File: src/arcade_cfg_pkg.sv
/*
 * Board configuration definitions
 * Game codes, download-bus indexes, DIP bank type and
 * the default CPU clock-divider ratios
 */

package arcade_cfg_pkg;

	// ====================
	// Game identifiers
	// ====================

	// Loaded once from the download bus before the game starts
	typedef enum logic [7:0] {
		SPACE_PANIC  = 8'd1,
		MAGICAL_SPOT = 8'd2,
		COSMIC_ALIEN = 8'd3,
		DEVIL_ZONE   = 8'd4,
		NO_MANS_LAND = 8'd5,
		GAME_NONE    = 8'd255  // nothing loaded yet
	} game_id_t;

	// ====================
	// Download indexes
	// ====================

	// Index carrying the single game-code byte
	localparam logic [7:0] GAME_ID_INDEX = 8'd1;
	// Index carrying the DIP-switch bytes, one per address
	localparam logic [7:0] DIP_INDEX     = 8'd254;

	// ====================
	// DIP switches
	// ====================

	// Number of switch bytes kept by the board
	localparam int DIP_BANKS = 8;

	// Bank 0 sits in the low byte
	typedef logic [DIP_BANKS-1:0][7:0] dip_bank_t;

	// ====================
	// Clock dividers
	// ====================

	// clk_sys divide ratio for the 2.7 MHz CPU games
	localparam int FAST_DIV = 4;
	// clk_sys divide ratio for the 1.8 MHz CPU games
	localparam int SLOW_DIV = 6;

endpackage

File: src/arcade_input_pkg.sv
/*
 * Player-input definitions
 * Download bus, PS/2 key, joystick, player-control and
 * input-port structs, plus the PS/2 scan-code table
 */

package arcade_input_pkg;

	// Single-cycle write strobe with index, address and byte
	typedef struct packed {
		logic        wr;
		logic [7:0]  index;
		logic [24:0] addr;
		logic [7:0]  data;
	} dl_bus_t;

	// Toggle flips on every new key event
	typedef struct packed {
		logic       toggle;
		logic       pressed;
		logic [8:0] code;
	} ps2_key_t;

	// Joystick word, bit 0 is right
	typedef struct packed {
		logic [6:0] unused;
		logic       coin;
		logic       start_2;
		logic       start_1;
		logic       fire_b;
		logic       fire_a;
		logic       up;
		logic       down;
		logic       left;
		logic       right;
	} joy_t;

	// One player's controls, active high
	typedef struct packed {
		logic up;
		logic down;
		logic left;
		logic right;
		logic fire_a;
		logic fire_b;
		logic start;
		logic coin;
	} player_ctrl_t;

	// Keyboard latches for both players
	typedef struct packed {
		player_ctrl_t p1;
		player_ctrl_t p2;
	} key_state_t;

	// The four bytes the CPU reads, all active low
	typedef struct packed {
		logic [7:0] in0;
		logic [7:0] in1;
		logic [7:0] in2;
		logic [7:0] dip;
	} input_ports_t;

	// ====================
	// Scan codes
	// ====================

	// Cursor block and function keys, player 1
	localparam logic [8:0] KEY_UP       = 9'h075;
	localparam logic [8:0] KEY_DOWN     = 9'h072;
	localparam logic [8:0] KEY_LEFT     = 9'h06B;
	localparam logic [8:0] KEY_RIGHT    = 9'h074;
	localparam logic [8:0] KEY_COIN     = 9'h076;  // ESC
	localparam logic [8:0] KEY_START1   = 9'h005;  // F1
	localparam logic [8:0] KEY_START2   = 9'h006;  // F2
	localparam logic [8:0] KEY_FIRE_A   = 9'h014;  // left ctrl
	localparam logic [8:0] KEY_FIRE_B   = 9'h011;  // left alt

	// MAME / JPAC style layout
	localparam logic [8:0] KEY_M_START1 = 9'h016;  // 1
	localparam logic [8:0] KEY_M_START2 = 9'h01E;  // 2
	localparam logic [8:0] KEY_M_COIN1  = 9'h02E;  // 5
	localparam logic [8:0] KEY_M_COIN2  = 9'h036;  // 6
	localparam logic [8:0] KEY_M_UP2    = 9'h02D;  // R
	localparam logic [8:0] KEY_M_DOWN2  = 9'h02B;  // F
	localparam logic [8:0] KEY_M_LEFT2  = 9'h023;  // D
	localparam logic [8:0] KEY_M_RIGHT2 = 9'h034;  // G
	localparam logic [8:0] KEY_M_FIRE2A = 9'h01C;  // A
	localparam logic [8:0] KEY_M_FIRE2B = 9'h01B;  // S

endpackage

File: src/ps2_key_decoder.sv
/*
 * PS/2 key event decoder
 * Edge-detects the event toggle and keeps one pressed latch
 * per key function for both players
 */

`timescale 1ns/10ps

module ps2_key_decoder
	import arcade_input_pkg::*;
(
	input  logic       clk_sys,
	input  logic       arst_n,
	input  ps2_key_t   ps2_key,
	output key_state_t keys
);

	// Toggle as seen on the previous edge
	logic toggle_q;
	logic new_event;

	// Any flip of the toggle marks a fresh make or break code
	assign new_event = (ps2_key.toggle != toggle_q);

	always_ff @(posedge clk_sys or negedge arst_n) begin
		if (!arst_n) begin
			toggle_q <= 1'b0;
			keys     <= '0;
		end else begin
			toggle_q <= ps2_key.toggle;

			if (new_event) begin
				// Latch follows make (1) or break (0)
				case (ps2_key.code)
					// ====================
					// Player 1, cursor keys
					// ====================
					KEY_UP:       keys.p1.up     <= ps2_key.pressed;
					KEY_DOWN:     keys.p1.down   <= ps2_key.pressed;
					KEY_LEFT:     keys.p1.left   <= ps2_key.pressed;
					KEY_RIGHT:    keys.p1.right  <= ps2_key.pressed;
					KEY_FIRE_A:   keys.p1.fire_a <= ps2_key.pressed;
					KEY_FIRE_B:   keys.p1.fire_b <= ps2_key.pressed;
					KEY_COIN:     keys.p1.coin   <= ps2_key.pressed;
					KEY_START1:   keys.p1.start  <= ps2_key.pressed;
					// Start 2 belongs to the second player
					KEY_START2:   keys.p2.start  <= ps2_key.pressed;

					// ====================
					// MAME style alternates
					// ====================
					KEY_M_START1: keys.p1.start  <= ps2_key.pressed;
					KEY_M_START2: keys.p2.start  <= ps2_key.pressed;
					KEY_M_COIN1:  keys.p1.coin   <= ps2_key.pressed;
					KEY_M_COIN2:  keys.p2.coin   <= ps2_key.pressed;
					KEY_M_UP2:    keys.p2.up     <= ps2_key.pressed;
					KEY_M_DOWN2:  keys.p2.down   <= ps2_key.pressed;
					KEY_M_LEFT2:  keys.p2.left   <= ps2_key.pressed;
					KEY_M_RIGHT2: keys.p2.right  <= ps2_key.pressed;
					KEY_M_FIRE2A: keys.p2.fire_a <= ps2_key.pressed;
					KEY_M_FIRE2B: keys.p2.fire_b <= ps2_key.pressed;

					// Unlisted codes leave every latch alone
					default: begin
					end
				endcase
			end
		end
	end

endmodule

File: src/config_loader.sv
/*
 * Configuration capture from the download bus
 * Game code register and DIP-switch bank
 */

`timescale 1ns/10ps

module config_loader
	import arcade_cfg_pkg::*;
	import arcade_input_pkg::*;
#(
	parameter int DIP_BANKS = arcade_cfg_pkg::DIP_BANKS
) (
	input  logic       clk_sys,
	input  logic       arst_n,
	input  dl_bus_t    dl,
	output game_id_t   game,
	output dip_bank_t  dips,
	output logic [7:0] dip2,
	output logic       flip
);

	// Address bits needed to pick a byte of the bank type
	localparam int          BANK_AW    = $clog2($bits(dip_bank_t) / 8);
	// Addresses at or past this limit are dropped
	localparam logic [24:0] BANK_LIMIT = 25'(DIP_BANKS);

	logic game_wr;
	logic dip_wr;

	// Index decode of the write strobe
	assign game_wr = dl.wr && (dl.index == GAME_ID_INDEX);
	assign dip_wr  = dl.wr && (dl.index == DIP_INDEX) && (dl.addr < BANK_LIMIT);

	always_ff @(posedge clk_sys or negedge arst_n) begin
		if (!arst_n) begin
			game <= GAME_NONE;
			dips <= '0;
		end else begin
			if (game_wr) begin
				game <= game_id_t'(dl.data);
			end
			// One byte per address, low bank first
			if (dip_wr) begin
				dips[dl.addr[BANK_AW-1:0]] <= dl.data;
			end
		end
	end

	// Bank 1 goes to the board as the second switch byte
	assign dip2 = dips[1];
	// Screen flip select lives in bank 2 bit 0
	assign flip = dips[2][0];

endmodule

File: src/cpu_clock_enables.sv
/*
 * Clock enables derived from clk_sys
 * Pixel enable plus a CPU enable at the rate the game needs
 */

`timescale 1ns/10ps

module cpu_clock_enables
	import arcade_cfg_pkg::*;
#(
	parameter int FAST_DIV = arcade_cfg_pkg::FAST_DIV,
	parameter int SLOW_DIV = arcade_cfg_pkg::SLOW_DIV
) (
	input  logic     clk_sys,
	input  logic     arst_n,
	input  game_id_t game,
	output logic     pix_ena,
	output logic     cpu_ena
);

	localparam int FAST_W = $clog2(FAST_DIV);
	localparam int SLOW_W = $clog2(SLOW_DIV);

	// Fast divider doubles as the pixel divider, as on the PCB
	logic [FAST_W-1:0] fast_cnt;
	logic [SLOW_W-1:0] slow_cnt;
	// One-cycle CPU pulses at each rate
	logic              fast_pulse;
	logic              slow_pulse;
	logic              fast_game;

	always_ff @(posedge clk_sys or negedge arst_n) begin
		if (!arst_n) begin
			fast_cnt   <= '0;
			slow_cnt   <= '0;
			fast_pulse <= 1'b0;
			slow_pulse <= 1'b0;
		end else begin
			fast_cnt   <= (fast_cnt == FAST_W'(FAST_DIV - 1)) ? '0 : fast_cnt + 1'b1;
			slow_cnt   <= (slow_cnt == SLOW_W'(SLOW_DIV - 1)) ? '0 : slow_cnt + 1'b1;
			fast_pulse <= (fast_cnt == FAST_W'(FAST_DIV - 1));
			slow_pulse <= (slow_cnt == SLOW_W'(SLOW_DIV - 1));
		end
	end

	// Half of clk_sys
	assign pix_ena = fast_cnt[0];

	// Magical Spot and Devil Zone run the faster Z80
	assign fast_game = (game == MAGICAL_SPOT) || (game == DEVIL_ZONE);
	assign cpu_ena   = fast_game ? fast_pulse : slow_pulse;

endmodule

File: src/input_port_mapper.sv
/*
 * Per-game input port formatting
 * Merges joystick and keyboard controls and registers
 * the four active-low bytes read by the CPU
 */

`timescale 1ns/10ps

module input_port_mapper
	import arcade_cfg_pkg::*;
	import arcade_input_pkg::*;
(
	input  logic         clk_sys,
	input  logic         arst_n,
	input  key_state_t   keys,
	input  joy_t         joy1,
	input  joy_t         joy2,
	input  game_id_t     game,
	input  dip_bank_t    dips,
	input  logic         vblank,
	input  logic [8:0]   vcount,
	output input_ports_t ports
);

	// Player start on each pad is its own start_1 bit
	function automatic player_ctrl_t joy_to_ctrl(input joy_t j);
		player_ctrl_t c;
		c.up     = j.up;
		c.down   = j.down;
		c.left   = j.left;
		c.right  = j.right;
		c.fire_a = j.fire_a;
		c.fire_b = j.fire_b;
		c.start  = j.start_1;
		c.coin   = j.coin;
		return c;
	endfunction

	// Space Panic player byte
	function automatic logic [7:0] panic_byte(input player_ctrl_t c);
		return {~c.fire_b, 2'b11, ~c.up, ~c.down, ~c.left, ~c.right, ~c.fire_a};
	endfunction

	// No Man's Land diagonals have their own codes, fire overrides all
	function automatic logic [7:0] nml_byte(input player_ctrl_t c);
		if (c.fire_a)                return 8'hFF;
		else if (c.up && c.left)     return 8'hFE;
		else if (c.down && c.left)   return 8'hFB;
		else if (c.down && c.right)  return 8'hEF;
		else if (c.up && c.right)    return 8'hBF;
		else return {~c.up, 1'b1, ~c.right, 1'b1, ~c.down, 1'b1, ~c.left, 1'b1};
	endfunction

	// Cosmic Alien player byte
	function automatic logic [7:0] alien_byte(input player_ctrl_t c);
		return {5'h1F, ~c.left, ~c.right, ~c.fire_a};
	endfunction

	player_ctrl_t p1;
	player_ctrl_t p2;
	logic         start1;
	logic         start2;
	logic         coin;
	logic [7:0]   mag_in2;
	logic [7:0]   mag_dip;
	input_ports_t ports_d;

	// ====================
	// Control merge
	// ====================

	assign p1     = keys.p1 | joy_to_ctrl(joy1);
	assign p2     = keys.p2 | joy_to_ctrl(joy2);
	// Pad 1 also carries a second start button
	assign start1 = p1.start;
	assign start2 = p2.start | joy1.start_2;
	// Either coin key credits the single slot
	assign coin   = p1.coin | p2.coin;

	// Shared by Magical Spot, Devil Zone and No Man's Land
	assign mag_in2 = {~p1.fire_a, ~p2.fire_a, 5'h1F, ~vblank};
	assign mag_dip = {~start1, ~start2, dips[0][5:0]};

	// ====================
	// Per-game layout
	// ====================

	always_comb begin
		case (game)
			SPACE_PANIC: begin
				ports_d.in0 = panic_byte(p1);
				ports_d.in1 = panic_byte(p2);
				ports_d.in2 = {1'b1, ~coin, 4'hF, ~start2, ~start1};
				ports_d.dip = dips[0];
			end
			MAGICAL_SPOT, DEVIL_ZONE: begin
				// Top two bits are bonus switches from bank 1
				ports_d.in0 = {dips[1][7:6], ~p1.right, 3'b111, ~p1.left, 1'b1};
				ports_d.in1 = {2'b11, ~p2.right, 3'b111, ~p2.left, 1'b1};
				ports_d.in2 = mag_in2;
				ports_d.dip = mag_dip;
			end
			NO_MANS_LAND: begin
				ports_d.in0 = nml_byte(p1);
				ports_d.in1 = nml_byte(p2);
				ports_d.in2 = mag_in2;
				ports_d.dip = mag_dip;
			end
			default: begin
				// Cosmic Alien reads the beam line on in2
				ports_d.in0 = alien_byte(p1);
				ports_d.in1 = alien_byte(p2);
				ports_d.in2 = {2'b00, vcount[7:2]};
				ports_d.dip = mag_dip;
			end
		endcase
	end

	// Idle inputs read all ones
	always_ff @(posedge clk_sys or negedge arst_n) begin
		if (!arst_n) begin
			ports <= '1;
		end else begin
			ports <= ports_d;
		end
	end

endmodule

File: src/cosmic_inputs_top.sv
/*
 * Input and timing front end of the Cosmic series board
 * Key decoder, configuration loader, clock enables and port mapper
 */

`timescale 1ns/10ps

module cosmic_inputs_top
	import arcade_cfg_pkg::*;
	import arcade_input_pkg::*;
#(
	parameter int DIP_BANKS = arcade_cfg_pkg::DIP_BANKS,
	parameter int FAST_DIV  = arcade_cfg_pkg::FAST_DIV,
	parameter int SLOW_DIV  = arcade_cfg_pkg::SLOW_DIV
) (
	input  logic         clk_sys,
	input  logic         arst_n,
	input  dl_bus_t      dl,
	input  ps2_key_t     ps2_key,
	input  joy_t         joy1,
	input  joy_t         joy2,
	input  logic         vblank,
	input  logic [8:0]   vcount,
	output input_ports_t ports,
	output logic [7:0]   dip2,
	output logic         flip,
	output logic         cpu_ena,
	output logic         pix_ena
);

	key_state_t keys;
	game_id_t   game;
	dip_bank_t  dips;

	// Keyboard events into button latches
	ps2_key_decoder u_keys (
		.clk_sys (clk_sys),
		.arst_n  (arst_n),
		.ps2_key (ps2_key),
		.keys    (keys)
	);

	// Game code and switch bytes from the loader
	config_loader #(
		.DIP_BANKS (DIP_BANKS)
	) u_cfg (
		.clk_sys (clk_sys),
		.arst_n  (arst_n),
		.dl      (dl),
		.game    (game),
		.dips    (dips),
		.dip2    (dip2),
		.flip    (flip)
	);

	// CPU rate follows the loaded game
	cpu_clock_enables #(
		.FAST_DIV (FAST_DIV),
		.SLOW_DIV (SLOW_DIV)
	) u_clk (
		.clk_sys (clk_sys),
		.arst_n  (arst_n),
		.game    (game),
		.pix_ena (pix_ena),
		.cpu_ena (cpu_ena)
	);

	// ====================
	// CPU input bytes
	// ====================

	input_port_mapper u_map (
		.clk_sys (clk_sys),
		.arst_n  (arst_n),
		.keys    (keys),
		.joy1    (joy1),
		.joy2    (joy2),
		.game    (game),
		.dips    (dips),
		.vblank  (vblank),
		.vcount  (vcount),
		.ports   (ports)
	);

endmodule

File: config.mk
export PLATFORM = sky130hd
export DESIGN_NAME = cosmic_inputs_top
export DESIGN_NICKNAME = d
export VERILOG_FILES = /design/src/arcade_cfg_pkg.sv /design/src/arcade_input_pkg.sv /design/src/ps2_key_decoder.sv /design/src/config_loader.sv /design/src/cpu_clock_enables.sv /design/src/input_port_mapper.sv /design/src/cosmic_inputs_top.sv
export SDC_FILE = /design/constraint.sdc
export NUM_CORES = 1
export LEC_CHECK = 0
export ABC_AREA = 1
export ABC_CLOCK_PERIOD_IN_PS = 3900
export BUFFER_PORTS_ARGS = -buffer_cell sky130_fd_sc_hd__buf_2
export CAP_MARGIN = 0
export CORE_MARGIN = 2
export CORE_UTILIZATION = 42
export CTS_BUF_LIST = sky130_fd_sc_hd__clkbuf_8
export DETAILED_ROUTE_END_ITERATION = 7
export PLACE_DENSITY = 0.69
export SLEW_MARGIN = 20
export SYNTH_ARGS = -nofsm -noshare
export SYNTH_HDL_FRONTEND = slang
export SYNTH_SLANG_ARGS = --single-unit
File: constraint.sdc
create_clock -name clk_sys -period 3.9 [get_ports clk_sys]
set_input_delay 0.195 -clock clk_sys [delete_from_list [all_inputs] [get_ports clk_sys]]
set_output_delay 0.195 -clock clk_sys [all_outputs]
set_load 0.005 [all_outputs]
## Word-level counts from Yosys, hierarchy flattened

Index checks and enable logic that the tools add are counted.

- Equality and inequality tests: 28
- Mux-type cells: 17
- Reduce and logical (&&, ||, !) cells: 33
- Add/subtract/negate cells: 2
- Magnitude comparators: 3
- Bitwise logic cells: 20

Operator list:

| cell | number |
|---|---|
| 32-bit case mux with 3 select lines | 1 |
| 8-bit 2-to-1 mux | 11 |
| 64-bit bitwise mux | 1 |
| 9-bit by 5-bit == test with 1-bit output, second input constant | 6 |
| 9-bit by 6-bit == test with 1-bit output, second input constant | 6 |
| 9-bit by 7-bit == test with 1-bit output, second input constant | 5 |
| 2-bit AND reduction | 16 |
| 25-bit by 4-bit less-than comparator with 1-bit output, second input constant | 1 |
| 8-bit demux with 3-bit select | 1 |
| 9-bit by 3-bit == test with 1-bit output, second input constant | 2 |
| 8-bit by 1-bit == test with 1-bit output, second input constant | 2 |
| 8-bit by 3-bit == test with 1-bit output, second input constant | 2 |
| 1-bit NOT | 16 |
| 8-bit bitwise OR | 2 |
| 1-bit logical AND | 12 |
| 8-bit by 2-bit == test with 1-bit output, second input constant | 1 |
| 8-bit == test, second input constant | 1 |
| 2-bit OR reduction | 4 |
| 3-bit by 4-bit less-than comparator with 1-bit output, second input constant | 1 |
| 3-bit by 1-bit adder with 3-bit output, second input constant | 1 |
| 3-bit == test, second input constant | 1 |
| 3-bit by 1-bit >= comparator with 1-bit output, second input constant | 1 |
| 3-bit 2-to-1 mux | 1 |
| 2-bit by 1-bit adder with 2-bit output, second input constant | 1 |
| other kinds (6) | 7 |

- Bits in registers: 128
- Input bits: 97

## Logic depth before layout (Yosys ltp)

- Word-level depth: 8
- Gate-level depth with buffers: 9
- Depth with buffers taken out: 9

## Modules after synthesis

From an unflattened synthesis, not the netlist that was laid out.

- Cells, all modules: 780
- Area, all modules: 6,412.4 um2

Modules (own cells, without submodules):

| module | area each (um2) | instances | cells each |
|---|---|---|---|
| config_loader | 3,465.8 | 1 | 406 |
| input_port_mapper | 1,612.8 | 1 | 190 |
| ps2_key_decoder | 1,054.8 | 1 | 154 |
| cpu_clock_enables | 279.0 | 1 | 30 |

## Worst setup path before layout

Ideal clock, no wire load.

- Kind: register to output
- From: register u_cfg.game[2]
- To: output port cpu_ena
- Arrival time: 1,228 ps
- Cell stages (with the launch flop): 8
- Data required time: 3,705 ps
- Buffers on the path: 1
- Path slack: 2,477 ps
- Cells stage by stage: dfstp_2 nand2_1 o21ai_0 nand2_1 buf_2 inv_1 nand2_1 nand2_1

- Word-level cells in the longest chain between the ends: 3

RTL lines:

| element | RTL line | source |
|---|---|---|
| start: declaration | config_loader.sv:17 | `output game_id_t game,` |
| start signal: assignment | config_loader.sv:41 | `game <= game_id_t'(dl.data);` |
| 8-bit by 2-bit == test with 1-bit output or 8-bit by 3-bit == test with 1-bit output (tied branches) | cpu_clock_enables.sv:50 | `assign fast_game = (game == MAGICAL_SPOT) \|\| (game == DEVIL_ZONE);` |
| 1-bit logical OR (*) | cpu_clock_enables.sv:50 |  |
| 1-bit 2-to-1 mux (*) | cpu_clock_enables.sv:51 | `assign cpu_ena = fast_game ? fast_pulse : slow_pulse;` |
| end: declaration | cosmic_inputs_top.sv:27 | `output logic cpu_ena,` |

Mark *: on every way between the ends. The rest lies on a longest branch, timed or not.

## Worst setup path after layout

Same ends and word-level chain as after synthesis.

==> results.py <==
metrics = {
    "yosys": {
        "synth_seq_cells": 81,
        "yosys_warnings": 0,
        "synthCells": 499,
        "ys_seq_area_frac": 0.522,
        "yosys.area.top_type": "dfstp_2",
        "synthesis.area_mm2": 0.00398,
        "yosys.area.top_type_share": 0.264,
        "yosys-top-cells-area": "dfstp_2 26%, dfrtp_1 26%, nand2_1 14%",
        "syn_avg_cell_area_um2": 7.98,
        "synth_cell_types": 33,
        "synth_fp_nets": 597,
    },
    "setup_path": {
        "worst-path-buf-inv": 2,
        "crit_fanout": 12,
        "reg2regPathDepth": 6,
        "worstSetupEndpointType": "output pin",
        "crit_family": "flip-flops",
        "cp.required_ps": 3700,
        "cp_num_cells": 7,
        "criticalPathCategory": "register to output pin",
        "start_kind": "register",
        "worst_path_max_delay_cell": "dfstp_2",
        "arrival_ps": 2010,
        "path_cells": "nand2_1 -> o21ai_0 -> nand2_1 -> inv_1 -> nand2_1 -> nand2_1 -> buf_2",
        "cpMostUsedCell": "nand2_1",
        "cpPeakStageDelay_ps": 550,
    },
    "cells_and_area": {
        "n_antenna_cell": 0,
        "drive_gt1_frac": 0.314,
        "syn_to_final_growth_pct": 23.3,
        "utilization": 0.531,
        "nets": 718,
    },
    "cts": {
        "clock-root-buffer": "clkbuf_8",
        "clk_pin_slew_worst_paths_ps": 80,
        "clockBufferDepth": 2,
        "tritoncts": "built",
        "cts_buffers": 9,
        "clk_latency_ps": 360,
        "cts_max_level": 3,
        "clock-sinks": 81,
    },
    "sta": {
        "finalSetupViolCount": 0,
        "slew_headroom": 0.346,
        "fin_crit_sh": 0.566,
        "max_clock_freq_mhz": 453,
        "final_hold_viol_count": 5,
        "skew_ps": 7.45,
        "rsz0062_at_grt": "no",
        "drv_slew": 0,
        "fin_hold_ws_ps": -16.8,
        "fin_ws_ps": 1690,
        "tightest_slew_ps": 981,
        "fin_setup_tns_ps": 0,
        "fin_crit_ps": 2210,
    },
    "route": {
        "ant_nets": 0,
        "routedWlPerCell_um": 12.3,
        "drc": 0,
        "vias": 3573,
        "routed_wl_um": 9280,
        "drt_iter0_markers": 149,
        "drt-pass1-iter-count": 5,
        "viasPerCell": 4.74,
    },
    "grt": {
        "grt.overflow.total": 0,
        "antenna_found_initial": 0,
        "grt_max_degree": 82,
        "grt_pass1_vias": 3384,
        "grt_pass1_wl_um": 15200,
        "grt.total_usage": 0.189,
    },
    "floorplan": {
        "dieArea_mm2": 0.0103,
        "core-area_mm2": 0.00924,
        "fp-row-count": 35,
        "ios": 140,
        "dieHeight_um": 101,
        "start_util": 0.431,
        "die_x_um": 101,
    },
    "place": {
        "dpl.hpwl_um": 7210,
        "port_buffers": 121,
        "gp_congestion": 0.862,
        "pre_cts_ws_ps": 2100,
    },
    "min_path": {
        "hp-class": "primary input to asynchronous set/reset pin",
    },
    "pwr": {
        "p_leak_nw": 2.59,
        "ir_drop_v": 0.000167,
        "power.total_mw": 1.84,
        "p_per_area_mw_per_mm2": 374,
    },
    "run": {
        "maxCapViolCount": 0,
    },
    "status": {
        "status": "complete, but fails checks",
        "violations": "negative hold slack",
    },
}
[report_power, final]
group,switching (mW),internal [mW]
combinational,0.123,0.0767
clock,0.306,0.426
sequential,0.0128,0.890
total,0.443,1.39
[logic make-up (layout without fill, tap and decap cells)]
family | after synthesis | in the layout | synth area share
flops | 81 | 81 | 0.522
buf+inv | 73 | 199 | 0.0808
xor+xnor | 2 | 2 | 0.00629
fa+ha+maj | 1 | 1 | 0.00314
compound gates | 32 | 32 | 0.0427
simple gates | 310 | 310 | 0.345
[metrics by stage]
| step | cells | instance area, um2 |
|---|---|---|
| detailed placement | 737 | 4660 |
| global route | 754 | 4910 |
| floorplan | 499 | 3980 |
| CTS | 754 | 4910 |
| global placement | 737 | 4660 |
| finish | 754 | 4910 |
[worst register-to-register path, cell delays in order, from the launching register on]
cell     delay, ps
dfstp_2        530
inv_1           40
nand3_1        170
nor2_1          90
nand2_1        330
nand2_1        260
or2_2          330
[sequential cells by signal, indices dropped and copies added (netlist names)]
register	cells
u_cfg.dip2	8
u_cfg.dips	9
u_cfg.game	8
u_clk.fast_cnt	2
u_clk.fast_pulse	1
u_clk.slow_cnt	3
u_clk.slow_pulse	1
u_keys.keys	16
u_keys.toggle_q	1
u_map.ports	32
[final cells by class]
class,count,area (um2)
Sequential cell,81,2080
Clock inverter,7,118
Clock buffer,9,124
Tap cell,129,161
Multi-Input combinational cell,345,1580
Fill cell,895,4330
Timing Repair Buffer,122,618
Inverter,61,229
[final timing paths]
| path | from | slack [ps] | endpoint |
|---|---|---|---|
| max | u_cfg.game[2] | 1690 | cpu_ena |
| min in group clk_sys | vcount[4] | 30 | u_map.ports[10] |
| max in group asynchronous | arst_n | 3280 | u_cfg.dips[2] |
| max reg2reg | u_cfg.game[7] | 2070 | u_map.ports[13] |
| min reg2reg | u_cfg.dips[4] | 390 | u_map.ports[4] |
| min | arst_n | -20 | u_cfg.dips[16] |
[timing repair]
item / in CTS / in global routing
hold buffers: 1 / 0
resized for setup: 0 / 0
buffers inserted: 0 / 0
endpoints found under the hold margin: 1 / 0
[layout by cell type, fill, tap and decap left out, drive strengths merged]
| cell type | n |
|---|---|
| nand2 | 156 |
| buf | 121 |
| nor2 | 68 |
| inv | 61 |
| nand3 | 54 |
| dfrtp | 41 |
| dfstp | 40 |
| o21ai | 23 |
| nand4 | 10 |
| clkbuf | 9 |
| nor3 | 9 |
| or2 | 5 |
| a21oi | 5 |
| clkinv | 4 |
| o211ai | 3 |
| nand3b | 3 |
| bufinv | 3 |
| nor3b | 2 |
| and2 | 1 |
| xor2 | 1 |
| xnor2 | 1 |
| nor4 | 1 |
| or3 | 1 |
| o31ai | 1 |
| ha | 1 |
| dlygate4sd3 | 1 |
[cells in the mapped netlist]
| cell | number |
|---|---|
| nor3_2 | 2 |
| clkinv_1 | 1 |
| or2_2 | 5 |
| buf_4 | 8 |
| nand2_1 | 150 |
| o211ai_1 | 3 |
| or3_1 | 1 |
| buf_6 | 2 |
| o31ai_1 | 1 |
| buf_2 | 2 |
| dfrtp_1 | 41 |
| nand3_1 | 54 |
| nor2_2 | 1 |
| nand3b_1 | 3 |
| nor3b_2 | 1 |
| a21oi_1 | 5 |
| nand4_1 | 10 |
| dfstp_2 | 40 |
| nor4_4 | 1 |
| nand2_4 | 1 |
| nor3b_1 | 1 |
| and2_1 | 1 |
| xnor2_1 | 1 |
| inv_2 | 1 |
| nor3_1 | 7 |
| nand2_2 | 5 |
| ha_1 | 1 |
| nor2_1 | 66 |
| inv_1 | 59 |
| nor2_8 | 1 |
| xor2_2 | 1 |
| o21ai_0 | 22 |
| o21ai_1 | 1 |
[per-layer routing]
layer	track usage	vias up	share of wire
met5	0	-	0
met2	0.294	105	0.47
met3	0.0455	22	0.053
li1	-	1813	-
met4	0.0717	0	0.025
met1	0.256	1633	0.46
Note: power is estimated with default switching activity, not from simulation.
